## src/nrv_soc_pkg.sv

```systemverilog
//////////////////////////////////////////////////
// Shared definitions of the MCU bus fabric
// Widths, address map, bus bundles, slave codes
// and the byte strobe decode
//////////////////////////////////////////////////

package nrv_soc_pkg;

   localparam int DATA_W    = 32;
   localparam int ADDR_W    = 32;
   localparam int PERIPH_AW = 12;              // 4 KB peripheral window
   localparam int GPIO_W    = 16;              // Pad port width

   // Address map
   localparam logic [ADDR_W-1:0] TCM0_BASE   = 32'h0000_0000; // Code RAM
   localparam logic [ADDR_W-1:0] TCM1_BASE   = 32'h0001_0000; // Data RAM
   localparam logic [ADDR_W-1:0] PERIPH_BASE = 32'h8000_0000;

   localparam logic [PERIPH_AW-1:0] GPIO_OUT_OFS = 12'h000;
   localparam logic [PERIPH_AW-1:0] GPIO_IN_OFS  = 12'h004;

   typedef enum logic [1:0] {SZ_BYTE, SZ_HALF, SZ_WORD} size_e;

   // Address phase of one master
   typedef struct packed {
      logic              valid;
      logic              write;
      size_e             size;
      logic [ADDR_W-1:0] addr;
   } ahb_req_t;

   // Back to the master
   typedef struct packed {
      logic              ready;                // Address accepted
      logic              resp;                 // Error in data phase
      logic [DATA_W-1:0] rdata;
   } ahb_rsp_t;

   // Plain strobes towards the peripherals
   typedef struct packed {
      logic                 en;                // One cycle per transfer
      logic                 write;
      logic [PERIPH_AW-1:0] addr;
      logic [3:0]           bytesel;
      logic [DATA_W-1:0]    din;
   } periph_req_t;

   typedef enum logic [1:0] {SLV_TCM0, SLV_TCM1, SLV_PERIPH, SLV_NONE} slave_e;

   // Byte lanes touched by a transfer
   function automatic logic [3:0] byte_strobe(size_e size, logic [1:0] ofs);
      case (size)
         SZ_BYTE: return 4'b0001 << ofs;
         SZ_HALF: return ofs[1] ? 4'b1100 : 4'b0011;
         default: return 4'b1111;
      endcase
   endfunction

endpackage

```

## src/nrv_periph_bridge.sv

```systemverilog
//////////////////////////////////////////////////
// Bus to peripheral bridge
// Turns an accepted transfer into one enable
// strobe in the data phase, with byte select
//////////////////////////////////////////////////

module nrv_periph_bridge (
   input  logic                             clk,
   input  logic                             arst_n,
   input  nrv_soc_pkg::ahb_req_t            req,
   input  logic [nrv_soc_pkg::DATA_W-1:0]   wdata,
   output logic [nrv_soc_pkg::DATA_W-1:0]   rdata,
   output nrv_soc_pkg::periph_req_t         preq,
   input  logic [nrv_soc_pkg::DATA_W-1:0]   prdata
);

   logic                               en_q;   // Data phase strobe
   logic                               wr_q;
   logic [nrv_soc_pkg::PERIPH_AW-1:0]  addr_q; // Offset in window
   logic [3:0]                         sel_q;

   always_ff @(posedge clk or negedge arst_n) begin
      if (!arst_n) begin
         en_q <= 1'b0;
         wr_q <= 1'b0;
      end else begin
         en_q <= req.valid;
         wr_q <= req.valid && req.write;
      end
   end

   // Offset and lanes, sampled with the address phase
   always_ff @(posedge clk) begin
      if (req.valid) begin
         addr_q <= req.addr[nrv_soc_pkg::PERIPH_AW-1:0];
         sel_q  <= nrv_soc_pkg::byte_strobe(req.size, req.addr[1:0]);
      end
   end

   always_comb begin
      preq.en      = en_q;
      preq.write   = wr_q;
      preq.addr    = addr_q;
      preq.bytesel = sel_q;
      preq.din     = wdata;                    // Write data arrives in data phase
   end

   assign rdata = prdata;                      // Peripheral answers same cycle

endmodule

```

## config.mk

```make
export PLATFORM = sky130hd
export DESIGN_NAME = nrv_periph_bridge
export DESIGN_NICKNAME = d
export VERILOG_FILES = /design/src/nrv_soc_pkg.sv /design/src/nrv_periph_bridge.sv
export SDC_FILE = /design/constraint.sdc
export NUM_CORES = 1
export LEC_CHECK = 0
export BUFFER_PORTS_ARGS = -buffer_cell sky130_fd_sc_hd__buf_2
export CAP_MARGIN = 40
export CORE_AREA = 2 2 71 73
export CTS_BUF_LIST = sky130_fd_sc_hd__clkbuf_4 sky130_fd_sc_hd__clkbuf_8
export DETAILED_ROUTE_END_ITERATION = 8
export DIE_AREA = 0 0 73 75
export PLACE_DENSITY = 0.77
export SKIP_LAST_GASP = 1
export SYNTH_ARGS = -nofsm -noshare
export SYNTH_HDL_FRONTEND = slang
export SYNTH_SLANG_ARGS = --single-unit
```

## constraint.sdc

```tcl
create_clock -name clk -period 0.85 [get_ports clk]
set_input_delay 0 -clock clk [delete_from_list [all_inputs] [get_ports clk]]
set_output_delay 0 -clock clk [all_outputs]
set_load 0.005 [all_outputs]
```

==> metrics.cfg <==
[die]
die-area_mm2 = 0.00548
fp-row-count = 25
die_h_um = 75
die_w_um = 73
start_util_pct = 23.1
io_pins = 184
core_area_mm2 = 0.00466

[synthesis]
ys_seq_area_share_pct = 49.3
ys_ff_latch = 18
synth.most_common_cell = buf_4
synth_area_mm2 = 0.00108
synth_compound_area_share_pct = 2.79
synth_top_cell_area_share_pct = 46.0
synthAdderAreaFrac_pct = 0
synth.area.mux_share_pct = 0
synth-edff-count = 16
synth.top_cells.by_count = buf_4 (66), edfxtp_1 (16), o21bai_1 (4)
synth_top_family_by_area = buffers and inverters
synth_fp_nets = 194
postSynthCellCount = 92
synthSimpleGateAreaFrac_pct = 1.51
yosys.area.top_type = buf_4
synthDistinctLibCells = 8
synth_warnings = 0
synth_ff_type = edfxtp_1
syn_avg_cell_area_um2 = 11.7
synthArstFlopShare_pct = 11.1
yosys-top-cells-area = buf_4 (46%), edfxtp_1 (45%), dfrtp_1 (4.7%)
synth-xor-area-share_pct = 0

[grt]
grt_use_total_pct = 8.13
grt_pass1_vias = 490
grt_max_degree = 19
antenna_found_initial = 0
grt_pass1_wl_um = 3030
grt_overflow_total = 0

[hold_path]
hp-start = prdata[16]
hold_path_end = rdata[16]
hold_class = input port to output pin
min_path_cells = 0

[sta]
setup_viol = 0
maxSlewHeadroom_pct = 75.0
hold_violations = 0
hold_slack_ns = 0.00000228
rsz0062_at_grt = false
post-route-min-period_ns = 0.776
setup_slack_ns = 0.0738
max_slew.worst_pin.slew_ns = 0.375
fin_setup_tns_ns = 0
max_clock_freq_mhz = 1290
period_share_pct = 91.3
finalMaxSlewViolations = 0

[pwr]
finalPower_w = 0.00180
power.density_mw_per_mm2 = 1810
vdd_ir_drop_max_v = 0.000389
p_leak_nw = 0.422

[route]
dr.pass1.iters = 2
routed_via_density = 3.78
highest_layer = met4
drt_iter0_markers = 25
wl_met3_um = 638
wl_um = 2410
routedWlPerCell_um = 18.4
wl_met2_um = 1180
wl_met1_um = 463
vias = 495
drc_errors = 0
ant_nets = 0

[worst_setup_path]
worstSetupPathType = input port to flip-flop
cp_data_arrival_time_ns = 0.77
cp_max_fo = 4
critPathRequiredTime_ns = 0.85
crit_path_end_kind = flip-flop
cp-start-kind = input port

[clocking]
clock-root-buffer = clkbuf_8
postCtsSetupBuffers = 0
cts_resized = 0
cts_num_sinks = 18
cts-htree-levels = 1
cts_tree = done
cts-buffers-inserted = 3
path_clk_slew_ns = 0.06
clockBufferDepth = 2

[finish]
area_delta_synth_final_pct = -7.09
drive_gt1_share_pct = 48.1
fin_nets = 181
design_area_um2 = 1000
n_antenna_cell = 0

[job]
cap_violations = 0

[placed_design]
gp_congestion = 0.656
port_buffers = 35
pre_cts_ws_ns = 0.168
place_area_um2 = 823

[outcome]
status = complete, no violations

## sequential cells by signal (all words and copies together), names as in the netlist
signal,count
addr_q,12
sel_q,4
en_q,1
wr_q,1
## report_power, final
group	total [W]	switching (W)	internal, W
Combinational	0.000195	0.0000767	0.000119
Sequential	0.00105	0.0000140	0.00104
Clock	0.000555	0.000242	0.000314
Total	0.00180	0.000333	0.00147
## worst max path at each step
stage	from	to	slack (ns)	cells after the start
after floorplan	wr_q	preq[48]	0.39	1
after global placement	req[35]	addr_q[7]	0.19	1
after CTS	req[1]	sel_q[2]	0.04	4
final	req[1]	sel_q[2]	0.07	3
after global routing	req[1]	sel_q[2]	0.05	3
after detailed placement	req[35]	addr_q[7]	0.17	1
## timing repair
action | in CTS | in global routing
setup endpoints to repair | 0 | 2
hold endpoints to repair | 15 | 0
hold buffers | 14 | 0
## logic make-up after synthesis
kind of cell    after synthesis
compound gates                4
buf+inv                      67
simple gates                  3
flops                        18
## layer usage
layer  global-route usage, %  vias up
met4                    8.23        0
met3                    9.77       20
met1                    3.38      194
met2                    13.5       81
li1                        -      200
met5                       0        -
## final cells by class
cell class	count	area, µm²
inverter	1	3.75
sequential	18	531
tap	54	67.6
timing repair buffer	48	310
fill	491	3660
multi-input combinational	7	46.3
clock buffer	3	41.3
## per-stage QoR
step / instances / utilization, %
6_report: 131 / 21.4
5_1_grt: 131 / 21.4
3_3_place_gp: 115 / 17.7
2_1_floorplan: 92 / -
3_5_place_dp: 115 / 17.7
4_1_cts: 132 / 21.6
## worst max-delay path, stage by stage
cell and delay (ns):
dlygate4sd3_1 0.60, inv_1 0.09, o21bai_1 0.08
## cells in the final DEF, fill, tap and decap left out, drive strengths merged
cell type | synthesis | final
dfrtp | 2 | 2
clkbuf | 0 | 3
inv | 1 | 1
nor2b | 1 | 1
buf | 66 | 34
o21bai | 4 | 4
and2 | 1 | 1
edfxtp | 16 | 16
dlygate4sd3 | 0 | 14
nor2 | 1 | 1
(Power assumes the default switching activity.)
