==> src/nrv_soc_pkg.sv <==
//////////////////////////////////////////////////
// Shared definitions of the MCU bus fabric
// Widths, address map, bus bundles, slave codes
// and the byte strobe decode
//////////////////////////////////////////////////

package nrv_soc_pkg;

   localparam int DATA_W    = 32;
   localparam int ADDR_W    = 32;
   localparam int PERIPH_AW = 12;              // 4 KB peripheral window
   localparam int GPIO_W    = 16;              // Pad port width

   // Address map
   localparam logic [ADDR_W-1:0] TCM0_BASE   = 32'h0000_0000; // Code RAM
   localparam logic [ADDR_W-1:0] TCM1_BASE   = 32'h0001_0000; // Data RAM
   localparam logic [ADDR_W-1:0] PERIPH_BASE = 32'h8000_0000;

   localparam logic [PERIPH_AW-1:0] GPIO_OUT_OFS = 12'h000;
   localparam logic [PERIPH_AW-1:0] GPIO_IN_OFS  = 12'h004;

   typedef enum logic [1:0] {SZ_BYTE, SZ_HALF, SZ_WORD} size_e;

   // Address phase of one master
   typedef struct packed {
      logic              valid;
      logic              write;
      size_e             size;
      logic [ADDR_W-1:0] addr;
   } ahb_req_t;

   // Back to the master
   typedef struct packed {
      logic              ready;                // Address accepted
      logic              resp;                 // Error in data phase
      logic [DATA_W-1:0] rdata;
   } ahb_rsp_t;

   // Plain strobes towards the peripherals
   typedef struct packed {
      logic                 en;                // One cycle per transfer
      logic                 write;
      logic [PERIPH_AW-1:0] addr;
      logic [3:0]           bytesel;
      logic [DATA_W-1:0]    din;
   } periph_req_t;

   typedef enum logic [1:0] {SLV_TCM0, SLV_TCM1, SLV_PERIPH, SLV_NONE} slave_e;

   // Byte lanes touched by a transfer
   function automatic logic [3:0] byte_strobe(size_e size, logic [1:0] ofs);
      case (size)
         SZ_BYTE: return 4'b0001 << ofs;
         SZ_HALF: return ofs[1] ? 4'b1100 : 4'b0011;
         default: return 4'b1111;
      endcase
   endfunction

endpackage

==> src/nrv_gpio_regs.sv <==
//////////////////////////////////////////////////
// GPIO register block
// Byte writable output register on P0 and a
// synchronised input register from P1
//////////////////////////////////////////////////

module nrv_gpio_regs (
   input  logic                               clk,
   input  logic                               arst_n,
   input  nrv_soc_pkg::periph_req_t           preq,
   output logic [nrv_soc_pkg::DATA_W-1:0]     prdata,
   output logic [nrv_soc_pkg::GPIO_W-1:0]     gpio_p0,
   input  logic [nrv_soc_pkg::GPIO_W-1:0]     gpio_p1
);

   localparam int GW    = nrv_soc_pkg::GPIO_W;
   localparam int PW    = nrv_soc_pkg::PERIPH_AW;
   localparam int LANES = GW / 8;
   localparam int PAD_Z = nrv_soc_pkg::DATA_W - GW;

   logic [GW-1:0] out_q;                       // Drives P0
   logic [GW-1:0] sync1_q, sync2_q;            // P1 metastability stages
   logic [PW-1:0] reg_ofs;                     // Word offset, lanes come from bytesel
   logic          out_wr;

   assign reg_ofs = {preq.addr[PW-1:2], 2'b00};
   assign out_wr  = preq.en && preq.write && reg_ofs == nrv_soc_pkg::GPIO_OUT_OFS;

   always_ff @(posedge clk or negedge arst_n) begin
      if (!arst_n) begin
         out_q   <= '0;
         sync1_q <= '0;
         sync2_q <= '0;
      end else begin
         sync1_q <= gpio_p1;
         sync2_q <= sync1_q;
         for (int b = 0; b < LANES; b++) begin
            if (out_wr && preq.bytesel[b]) out_q[8*b +: 8] <= preq.din[8*b +: 8];
         end
      end
   end

   // Read mux, IN writes simply fall through
   always_comb begin
      prdata = '0;
      if (preq.en) begin
         case (reg_ofs)
            nrv_soc_pkg::GPIO_OUT_OFS: prdata = {{PAD_Z{1'b0}}, out_q};
            nrv_soc_pkg::GPIO_IN_OFS:  prdata = {{PAD_Z{1'b0}}, sync2_q};
            default:                   prdata = '0;
         endcase
      end
   end

   assign gpio_p0 = out_q;

endmodule

==> config.mk <==
export PLATFORM = sky130hd
export DESIGN_NAME = nrv_gpio_regs
export DESIGN_NICKNAME = d
export VERILOG_FILES = /design/src/nrv_soc_pkg.sv /design/src/nrv_gpio_regs.sv
export SDC_FILE = /design/constraint.sdc
export NUM_CORES = 1
export LEC_CHECK = 0
export BUFFER_PORTS_ARGS = -buffer_cell sky130_fd_sc_hd__buf_2
export CAP_MARGIN = 20
export CORE_MARGIN = 4
export CORE_UTILIZATION = 45
export DETAILED_ROUTE_END_ITERATION = 7
export PLACE_DENSITY = 0.82
export SYNTH_ARGS = -nofsm -noshare
export SYNTH_HDL_FRONTEND = slang
export SYNTH_SLANG_ARGS = --single-unit
==> constraint.sdc <==
create_clock -name clk -period 3.8 [get_ports clk]
set_clock_uncertainty 0.05 [all_clocks]
set_input_delay 0.38 -clock clk [delete_from_list [all_inputs] [get_ports clk]]
set_output_delay 0.38 -clock clk [all_outputs]
set_load 0.1 [all_outputs]
==> reports/qor.csv <==
metric,value,unit
# IOs,116,
Vias,1185,
"commonest non-fill, non-tap cell in the layout",buf_2,
WL per Instance,13.65,um
final setup fails,0,
RSZ-0062 raised after global routing,false,
final hold viol count,0,
Crit. End Element,output pin,
CTS resizes,0,
clk sinks,48,
gpl congestion,0.6796,
"commonest non-fill, non-tap cells in the layout","buf_2 (79), dfrtp_1 (48)",
I/O Buffers,79,
status,"finished, final reports clean",
TritonCTS Buffers,5,
antenna-violating nets left,0,
initial antenna violation count,0,
Hold/Removal Path Class,in -> reg,
layout cells sized above 1,51.20,%
Layout fillers,302,
post-route cell area,0.002331,mm2
Design Power,0.9666,mW
startpoint types,primary input,
worst-path fanout max,16,
cell row count,22,
Max rail drop VDD,276.0,uV
Leak,1.290,nW
met2 Track Usage GR,22.86,%
DRC violation total after the first TritonRoute iteration,32,
Clock Pin Slew Worst Setup and Hold Paths,0.08,ns
CTS tree,built,
Synth Register Bits,48,
maxcap violations,0,
worst endpoint required time,3.37,ns
clock root buffer master,clkbuf_8,
GRT Residual Overflow,0,
Final Cycle Share,73.35,%
initial core utilization,48.22,%
Remaining DRCs,0,
Die Y,71.80,um
Layout Cells excl Fill,257,
Placed Area,0.002207,mm2
critical path class,in -> out,
Power Dens Cells,414.7,mW/mm2
"Cell Area, Synth",0.001832,mm2
setup TNS,0,ns
# Post-CTS Setup Buffers,0,
cts hold-fix bufs,0,
post-synthesis sequential area ratio,65.57,%
GRT Util Overall,14.29,%
"Avg Cell Area, Syn",14.65,um2
largest net degree at the start of global routing,49,
worst-case clock buffer depth,2,
H-tree levels,2,
cell count after synthesis,125,
gr busiest metal,met2,
ANT cells,0,
Worst Max-Slew Pin Slew,0.6485,ns
WP data arrival,2.36,ns
placed cells,247,
final count of pins violating max slew,0,
"Clk Latency, worst-skew pair",0.29,ns
Final min period,2.787,ns
first-pass GRT wire length,5.533,mm
M1 GR Usage,16.79,%
Die ar.,0.005155,mm2
Peak Freq,358.8,MHz
Die X,71.80,um
drt via density,4.611,
count of cell types in the netlist,13,
drt pass-1 iters,4,
vias in the first global route,1187,
Rel. slew slack,56.44,%
core area,0.003799,mm2
Nets,276,
P&R area growth vs syn,27.25,%
Yosys Warn Count,0,
DRT Wirelength,3.507,mm
GR Layer Usage met3,5.610,%
hpwl dp,2.598,mm
==> metrics by stage <==
| stage | util (%) | hold slack, ns | setup slack, ns |
|---|---|---|---|
| after floorplan | - | 0.03441 | 0.4663 |
| after global routing | 61.36 | 0.1145 | 0.9280 |
| after global placement | 58.10 | 0.2813 | 0.9954 |
| after detailed placement | 58.10 | 0.2847 | 0.9794 |
| final | 61.36 | 0.1324 | 1.013 |
| after CTS | 60.57 | 0.1198 | 0.9751 |
==> Yosys cell counts <==
master,number,area [um2]
nand3b_1,2,15.01
clkbuf_1,3,11.26
mux2i_1,16,160.2
or4_4,1,11.26
nor4_4,2,42.54
buf_4,16,120.1
or3_1,2,12.51
or3b_2,1,8.760
buf_2,1,5.000
dfrtp_1,48,1201
nor2_1,16,60.06
mux2_2,16,180.2
conb_1,1,3.750
==> final cells by class <==
| type | count | area, um2 | area share, % |
|---|---|---|---|
| clock inverters | 1 | 7.507 | 0.3221 |
| multi-input cells | 72 | 550.5 | 23.62 |
| flip-flops and latches | 48 | 1201 | 51.53 |
| repair buffers | 81 | 425.4 | 18.25 |
| clock buffers | 7 | 86.33 | 3.704 |
| well taps | 48 | 60.06 | 2.576 |
==> worst paths after layout <==
kind	slack [ns]	to	cells past startpoint	startpoint
worst max register to register	2.96	gpio_p0[3]	1	gpio_p0[3]
worst min register to register	0.30	sync2_q[6]	0	sync1_q[6]
max in group asynchronous	2.85	gpio_p0[8]	3	arst_n
min in group asynchronous	0.41	sync1_q[12]	2	arst_n
worst max-delay path	1.01	prdata[15]	5	preq[47]
worst min-delay path	0.13	sync1_q[1]	1	gpio_p1[1]
==> per-layer routing <==
layer | share of wire (%) | vias up
li1 | - | 549
met3 | 13 | 8
met4 | 1.7 | 0
met2 | 50 | 67
met1 | 36 | 561
met5 | 0 | -
==> critical path, cell delays in order <==
cell	delay (ns)
buf_2	0.10
or4_4	0.57
or3_1	0.64
nor2_1	0.22
buf_2	0.45
==> sequential cells by signal (all words and copies together), names as in the netlist <==
name     flops
sync1_q     16
sync2_q     16
gpio_p0     16
==> cells by family (layout without fill, tap and decap cells) <==
| group | after synthesis | in the layout | share of synthesized area [%] |
|---|---|---|---|
| multiplexers | 32 | 32 | 18.58 |
| buffers and inverters | 20 | 89 | 7.445 |
| AND/OR/NAND/NOR | 24 | 24 | 8.197 |
| flip-flops | 48 | 48 | 65.57 |
| other | 1 | 16 | 0.2047 |
==> power by group <==
group / total, mW / switching, mW / internal, mW
Clock: 0.304 / 0.157 / 0.148
Sequential: 0.533 / 0.00488 / 0.528
Combinational: 0.129 / 0.101 / 0.0289
Total: 0.967 / 0.262 / 0.705
No activity file was read; power rests on OpenSTA's default activity.
