File: config.mk
export PLATFORM = sky130hd
export DESIGN_NAME = nrv_ahb_matrix
export DESIGN_NICKNAME = d
export VERILOG_FILES = /design/src/nrv_soc_pkg.sv /design/src/nrv_ahb_matrix.sv
export SDC_FILE = /design/constraint.sdc
export NUM_CORES = 1
export LEC_CHECK = 0
export ABC_AREA = 1
export BUFFER_PORTS_ARGS = -buffer_cell sky130_fd_sc_hd__buf_2
export CAP_MARGIN = 25
export CORE_AREA = 2 2 197 199
export DETAILED_ROUTE_END_ITERATION = 6
export DIE_AREA = 0 0 199 201
export HOLD_SLACK_MARGIN = 0.05
export RECOVER_POWER = 100
export SYNTH_ARGS = -nofsm -noshare
export SYNTH_HDL_FRONTEND = slang
export SYNTH_SLANG_ARGS = --single-unit
File: constraint.sdc
create_clock -name clk -period 2.7 [get_ports clk]
set_clock_uncertainty 0.2 [all_clocks]
set_input_delay 0.54 -clock clk [delete_from_list [all_inputs] [get_ports clk]]
set_output_delay 0.54 -clock clk [all_outputs]
set_load 0.02 [all_outputs]
File: src/nrv_soc_pkg.sv
//////////////////////////////////////////////////
// Shared definitions of the MCU bus fabric
// Widths, address map, bus bundles, slave codes
// and the byte strobe decode
//////////////////////////////////////////////////

package nrv_soc_pkg;

   localparam int DATA_W    = 32;
   localparam int ADDR_W    = 32;
   localparam int PERIPH_AW = 12;              // 4 KB peripheral window
   localparam int GPIO_W    = 16;              // Pad port width

   // Address map
   localparam logic [ADDR_W-1:0] TCM0_BASE   = 32'h0000_0000; // Code RAM
   localparam logic [ADDR_W-1:0] TCM1_BASE   = 32'h0001_0000; // Data RAM
   localparam logic [ADDR_W-1:0] PERIPH_BASE = 32'h8000_0000;

   localparam logic [PERIPH_AW-1:0] GPIO_OUT_OFS = 12'h000;
   localparam logic [PERIPH_AW-1:0] GPIO_IN_OFS  = 12'h004;

   typedef enum logic [1:0] {SZ_BYTE, SZ_HALF, SZ_WORD} size_e;

   // Address phase of one master
   typedef struct packed {
      logic              valid;
      logic              write;
      size_e             size;
      logic [ADDR_W-1:0] addr;
   } ahb_req_t;

   // Back to the master
   typedef struct packed {
      logic              ready;                // Address accepted
      logic              resp;                 // Error in data phase
      logic [DATA_W-1:0] rdata;
   } ahb_rsp_t;

   // Plain strobes towards the peripherals
   typedef struct packed {
      logic                 en;                // One cycle per transfer
      logic                 write;
      logic [PERIPH_AW-1:0] addr;
      logic [3:0]           bytesel;
      logic [DATA_W-1:0]    din;
   } periph_req_t;

   typedef enum logic [1:0] {SLV_TCM0, SLV_TCM1, SLV_PERIPH, SLV_NONE} slave_e;

   // Byte lanes touched by a transfer
   function automatic logic [3:0] byte_strobe(size_e size, logic [1:0] ofs);
      case (size)
         SZ_BYTE: return 4'b0001 << ofs;
         SZ_HALF: return ofs[1] ? 4'b1100 : 4'b0011;
         default: return 4'b1111;
      endcase
   endfunction

endpackage

File: src/nrv_ahb_matrix.sv
//////////////////////////////////////////////////
// Two master, three slave bus matrix
// Decodes each address phase, lets the data side
// win a collision and steers the data phases back
// Unmapped addresses complete with an error
//////////////////////////////////////////////////

module nrv_ahb_matrix #(
   parameter int RAM_AW = 16                   // Bytes per RAM, log2
) (
   input  logic                             clk,
   input  logic                             arst_n,
   input  nrv_soc_pkg::ahb_req_t            code_req,
   input  logic [nrv_soc_pkg::DATA_W-1:0]   code_wdata,
   output nrv_soc_pkg::ahb_rsp_t            code_rsp,
   input  nrv_soc_pkg::ahb_req_t            data_req,
   input  logic [nrv_soc_pkg::DATA_W-1:0]   data_wdata,
   output nrv_soc_pkg::ahb_rsp_t            data_rsp,
   output nrv_soc_pkg::ahb_req_t            tcm0_req,
   output logic [nrv_soc_pkg::DATA_W-1:0]   tcm0_wdata,
   input  logic [nrv_soc_pkg::DATA_W-1:0]   tcm0_rdata,
   output nrv_soc_pkg::ahb_req_t            tcm1_req,
   output logic [nrv_soc_pkg::DATA_W-1:0]   tcm1_wdata,
   input  logic [nrv_soc_pkg::DATA_W-1:0]   tcm1_rdata,
   output nrv_soc_pkg::ahb_req_t            periph_req,
   output logic [nrv_soc_pkg::DATA_W-1:0]   periph_wdata,
   input  logic [nrv_soc_pkg::DATA_W-1:0]   periph_rdata
);

   localparam int AW = nrv_soc_pkg::ADDR_W;
   localparam int PW = nrv_soc_pkg::PERIPH_AW;

   nrv_soc_pkg::slave_e code_sel, data_sel;    // Address phase targets
   logic                conflict;              // Same slave, same cycle
   logic                code_pri_q;            // Code lost last cycle
   logic                code_rdy, data_rdy;
   logic                code_gnt, data_gnt;

   // Data phase owners
   nrv_soc_pkg::slave_e code_dp_slv_q, data_dp_slv_q;
   logic                code_dp_vld_q, data_dp_vld_q;

   function automatic nrv_soc_pkg::slave_e decode(logic [AW-1:0] addr);
      if (addr[AW-1:RAM_AW] == nrv_soc_pkg::TCM0_BASE[AW-1:RAM_AW])
         return nrv_soc_pkg::SLV_TCM0;
      if (addr[AW-1:RAM_AW] == nrv_soc_pkg::TCM1_BASE[AW-1:RAM_AW])
         return nrv_soc_pkg::SLV_TCM1;
      if (addr[AW-1:PW] == nrv_soc_pkg::PERIPH_BASE[AW-1:PW])
         return nrv_soc_pkg::SLV_PERIPH;
      return nrv_soc_pkg::SLV_NONE;
   endfunction

   // Granted address phase for one slave, idle otherwise
   function automatic nrv_soc_pkg::ahb_req_t pick_req(nrv_soc_pkg::slave_e tgt);
      if (data_gnt && data_sel == tgt) return data_req;
      if (code_gnt && code_sel == tgt) return code_req;
      return '0;
   endfunction

   // Write data follows whoever owns the slave's data phase
   function automatic logic [nrv_soc_pkg::DATA_W-1:0] pick_wdata(nrv_soc_pkg::slave_e tgt);
      if (data_dp_vld_q && data_dp_slv_q == tgt) return data_wdata;
      if (code_dp_vld_q && code_dp_slv_q == tgt) return code_wdata;
      return '0;
   endfunction

   function automatic logic [nrv_soc_pkg::DATA_W-1:0] slave_rdata(nrv_soc_pkg::slave_e slv);
      case (slv)
         nrv_soc_pkg::SLV_TCM0:   return tcm0_rdata;
         nrv_soc_pkg::SLV_TCM1:   return tcm1_rdata;
         nrv_soc_pkg::SLV_PERIPH: return periph_rdata;
         default:                 return '0;   // Unmapped reads zero
      endcase
   endfunction

   assign code_sel = decode(code_req.addr);
   assign data_sel = decode(data_req.addr);

   // Unmapped transfers never collide, no shared slave behind them
   assign conflict = code_req.valid && data_req.valid && code_sel == data_sel &&
                     code_sel != nrv_soc_pkg::SLV_NONE;

   assign data_rdy = !(conflict && code_pri_q);  // Loses only right after a code loss
   assign code_rdy = !(conflict && !code_pri_q);
   assign code_gnt = code_req.valid && code_rdy;
   assign data_gnt = data_req.valid && data_rdy;

   always_ff @(posedge clk or negedge arst_n) begin
      if (!arst_n) begin
         code_pri_q    <= 1'b0;
         code_dp_vld_q <= 1'b0;
         code_dp_slv_q <= nrv_soc_pkg::SLV_NONE;
         data_dp_vld_q <= 1'b0;
         data_dp_slv_q <= nrv_soc_pkg::SLV_NONE;
      end else begin
         code_pri_q    <= conflict && !code_pri_q;   // Code takes the next round
         code_dp_vld_q <= code_gnt;
         code_dp_slv_q <= code_sel;
         data_dp_vld_q <= data_gnt;
         data_dp_slv_q <= data_sel;
      end
   end

   always_comb begin
      tcm0_req     = pick_req(nrv_soc_pkg::SLV_TCM0);
      tcm1_req     = pick_req(nrv_soc_pkg::SLV_TCM1);
      periph_req   = pick_req(nrv_soc_pkg::SLV_PERIPH);
      tcm0_wdata   = pick_wdata(nrv_soc_pkg::SLV_TCM0);
      tcm1_wdata   = pick_wdata(nrv_soc_pkg::SLV_TCM1);
      periph_wdata = pick_wdata(nrv_soc_pkg::SLV_PERIPH);
   end

   always_comb begin
      code_rsp.ready = code_rdy;
      code_rsp.resp  = code_dp_vld_q && code_dp_slv_q == nrv_soc_pkg::SLV_NONE;
      code_rsp.rdata = code_dp_vld_q ? slave_rdata(code_dp_slv_q) : '0;
      data_rsp.ready = data_rdy;
      data_rsp.resp  = data_dp_vld_q && data_dp_slv_q == nrv_soc_pkg::SLV_NONE;
      data_rsp.rdata = data_dp_vld_q ? slave_rdata(data_dp_slv_q) : '0;
   end

   // Master must hold a stalled request
   a_code_stall_stable: assert property (@(posedge clk) disable iff (!arst_n)
      code_req.valid && !code_rsp.ready |=> $stable(code_req));

   // Never two data phases on one slave
   a_one_owner: assert property (@(posedge clk) disable iff (!arst_n)
      !(code_dp_vld_q && data_dp_vld_q && code_dp_slv_q == data_dp_slv_q &&
        code_dp_slv_q != nrv_soc_pkg::SLV_NONE));

endmodule

==> results.sh <==
export IMPL_peakVddDrop_uv=144.7
export IMPL_final_area_um2=8551
export IMPL_cts_max_level=1
export IMPL_cp_common_cell="nand2_1"
export IMPL_worstHoldPathType="input pin to register"
export IMPL_rows=72
export IMPL_fmax_ghz=0.3341
export IMPL_final_nets=1613
export IMPL_p_leak_nw=5.496
export IMPL_initial_core_util_pct=12.24
export IMPL_fin_cells=1898
export IMPL_syn2layout_area_growth_pct=83.36
export IMPL_startpoint="code_req[24]"
export IMPL_violations="negative setup slack"
export IMPL_hp_start="code_req[23]"
export IMPL_cp_start_kind="input pin"
export IMPL_synth_ff_type="dfstp_2"
export IMPL_setup_slack_ns=-0.2928
export IMPL_ys_warn_count=0
export IMPL_seq_power_share_pct=13.3
export IMPL_critPathArrivalTime_ns=2.25
export IMPL_cpMaxStageDelayCell="buf_12"
export IMPL_synth_edf_count=0
export IMPL_layout_common_cells="buf_2, nand2_1, inv_1, nand4_1, o22ai_1"
export IMPL_globalplace_congestion=0.9518
export IMPL_die_h_um=201
export IMPL_period_share_pct=110.8
export IMPL_drtIter0Drc=462
export IMPL_clk_pin_slew_ns=0.03
export IMPL_postRouteAntennaNets=0
export IMPL_cts_sinks=7
export IMPL_path_class="input pin to output pin"
export IMPL_dpl_cell_area_um2=7687
export IMPL_synthCells=917
export IMPL_ys_seq_elements=7
export IMPL_drv_slew=0
export IMPL_cts_buffer_depth=2
export IMPL_r2r_end="code_pri_q$_DFF_PN0_"
export IMPL_route_detailed_drc=0
export IMPL_finalSetupViolations=60
export IMPL_hold_end="code_dp_slv_q[1]$_DFF_PN1_"
export IMPL_dp_cells=1869
export IMPL_r2r_setup_slack_ns=1.32
export IMPL_hpwl_um=23240
export IMPL_coreArea_um2=38110
export IMPL_dieArea_um2=40000
export IMPL_drive_gt1_share_pct=43.40
export IMPL_rsz0062_at_grt="true"
export IMPL_cts_buffers=3
export IMPL_async_flop_share_pct=100.0
export IMPL_cp_cell_sequence="buf_2 -> nor2_2 -> nand2_2 -> buf_4 -> nor2_1 -> nand2_1 -> nand2_2 -> nand2_1 -> inv_1 -> nand2_1 -> nand2_2 -> nand3_4 -> buf_12 -> buf_16 -> nand4_1 -> nand2_1 -> buf_6"
export IMPL_hold_slack_ns=0.5683
export IMPL_route_vias_total=8260
export IMPL_totalWireLength_um=29540
export IMPL_hold_viol=0
export IMPL_yosysUniqueCellTypes=22
export IMPL_p_int_w=0.0004765
export IMPL_overflow=0
export IMPL_numPortBuffers=455
export IMPL_grt_pass1_wl_um=43260
export IMPL_timing_rr_start="code_pri_q$_DFF_PN0_"
export IMPL_period_needed_ns=2.993
export IMPL_cpPeakStageDelay_ns=0.18
export IMPL_grt_pass1_vias=7778
export IMPL_grt_usage_pct=13.67
export IMPL_fp_dieW_um=199
export IMPL_wl_per_cell_um=15.56
export IMPL_endpoint_kind="output pin"
export IMPL_worstPathRequired_ns=1.96
export IMPL_sw_frac_of_total_pct=42.65
export IMPL_clock_power_share_pct=29.8
export IMPL_syn_area_per_cell_um2=5.085
export IMPL_tritoncts="yes"
export IMPL_synth_area_um2=4663
export IMPL_ys_seq_area_share_pct=3.864
export IMPL_antenna_found_initial=5
export IMPL_clock_insertion_delay_worst_skew_ns=0.23
export IMPL_grt_max_degree=34
export IMPL_crit_fanout=7
export IMPL_min_delay_path_depth=6
export IMPL_vias_per_cell=4.352
export IMPL_num_io_pins=506
export IMPL_power_frac_comb_pct=56.9
export IMPL_r2r_cells=6
export IMPL_cts_root_buffer="clkbuf_16"
export IMPL_status="finished, violations left"
export IMPL_firstDrtPassIters=5
export IMPL_mostFrequentLayoutCell="buf_2"
export IMPL_cellPowerDensity_nw_per_um2=97.18
export IMPL_power_switching_w=0.0003544
export IMPL_cap_viol_max_count=0
==> critical path: cells and delay by family <==
| family | cells | cell delay (ns) |
|---|---|---|
| buf+inv | 6 | 0.75 |
| simple gates | 11 | 0.96 |
==> logic make-up after synthesis <==
kind of cell	share of synthesized area, %
flip-flops	3.864
AND/OR/NAND/NOR	41.94
buffers and inverters	32.28
AO/OA/AOI/OAI	21.84
other	0.08042
==> layer usage <==
metal	vias up	global-route usage (%)	part of all wire (%)
met5	-	0	0
met4	0	4.691	3.4
met3	67	2.302	8.7
met2	524	25.06	49
met1	3786	15.82	39
li1	3883	-	-
==> synth_stat cells (2+ instances only) <==
library cell,count,area (um^2)
clkbuf_1,58,217.7
nor2_1,35,131.4
buf_4,53,397.9
dfrtp_1,3,75.07
o221ai_1,46,402.9
buf_6,6,67.56
nand4_1,106,663.1
o22ai_1,96,600.6
dfstp_2,4,105.1
nand3_2,3,30.03
and3_1,2,12.51
nand2_1,251,942.2
inv_1,204,765.7
buf_2,6,30.03
nand3_1,29,145.1
nor2_2,2,12.51
o21ai_0,3,15.01
buf_1,6,22.52
==> power groups by stage <==
stage,sequential (W),combinational [W],clock (W)
after floorplan,0.000109,0.000233,0
after global placement,0.000112,0.000432,0
after detailed placement,0.000112,0.000439,0
after CTS,0.000111,0.000454,0.000255
after global routing,0.000111,0.000516,0.000259
final,0.000110,0.000472,0.000248
==> sequential cells by signal, summed over array words and instances (netlist names) <==
| register | cells |
|---|---|
| code_dp_slv_q | 2 |
| data_dp_slv_q | 2 |
| code_dp_vld_q | 1 |
| code_pri_q | 1 |
| data_dp_vld_q | 1 |
==> cell type report <==
type / instances / area, um^2
fillers: 4378 / 29560
repair buffers: 537 / 3435
multi-input cells: 625 / 3433
inverters: 205 / 769.5
well taps: 518 / 648.1
flip-flops and latches: 7 / 181.4
clock buffers: 4 / 78.83
diodes: 2 / 5.005
==> stage by stage <==
step	TNS [ns]	setup slack, ns	total power, W	util [%]
after floorplan	-0.08998	-0.04499	0.0003420	-
after global placement	-23.90	-0.4645	0.0005440	20.17
after detailed placement	-25.00	-0.4751	0.0005512	20.17
after CTS	-13.49	-0.2875	0.0008207	21.41
after global routing	-21.81	-0.4406	0.0008863	22.44
final	-13.30	-0.2928	0.0008309	22.44
==> worst max path at each step <==
| stage | cells past startpoint | endpoint |
|---|---|---|
| final | 17 | periph_req[2] |
| after global routing | 17 | tcm0_req[12] |
| after CTS | 17 | tcm0_req[12] |
| after detailed placement | 16 | tcm1_req[16] |
| after global placement | 15 | tcm0_req[35] |
| after floorplan | 12 | periph_req[31] |
==> timing repair <==
action                                  4_1_cts  5_1_grt
hold buffers                                  1        0
endpoints found under the setup margin       71      125
setup buffers                                 5       13
resized for setup                            62       79
gates cloned                                  4        0
pin swaps                                    14       37
endpoints found under the hold margin         3        0
(Power assumes the default switching activity.)
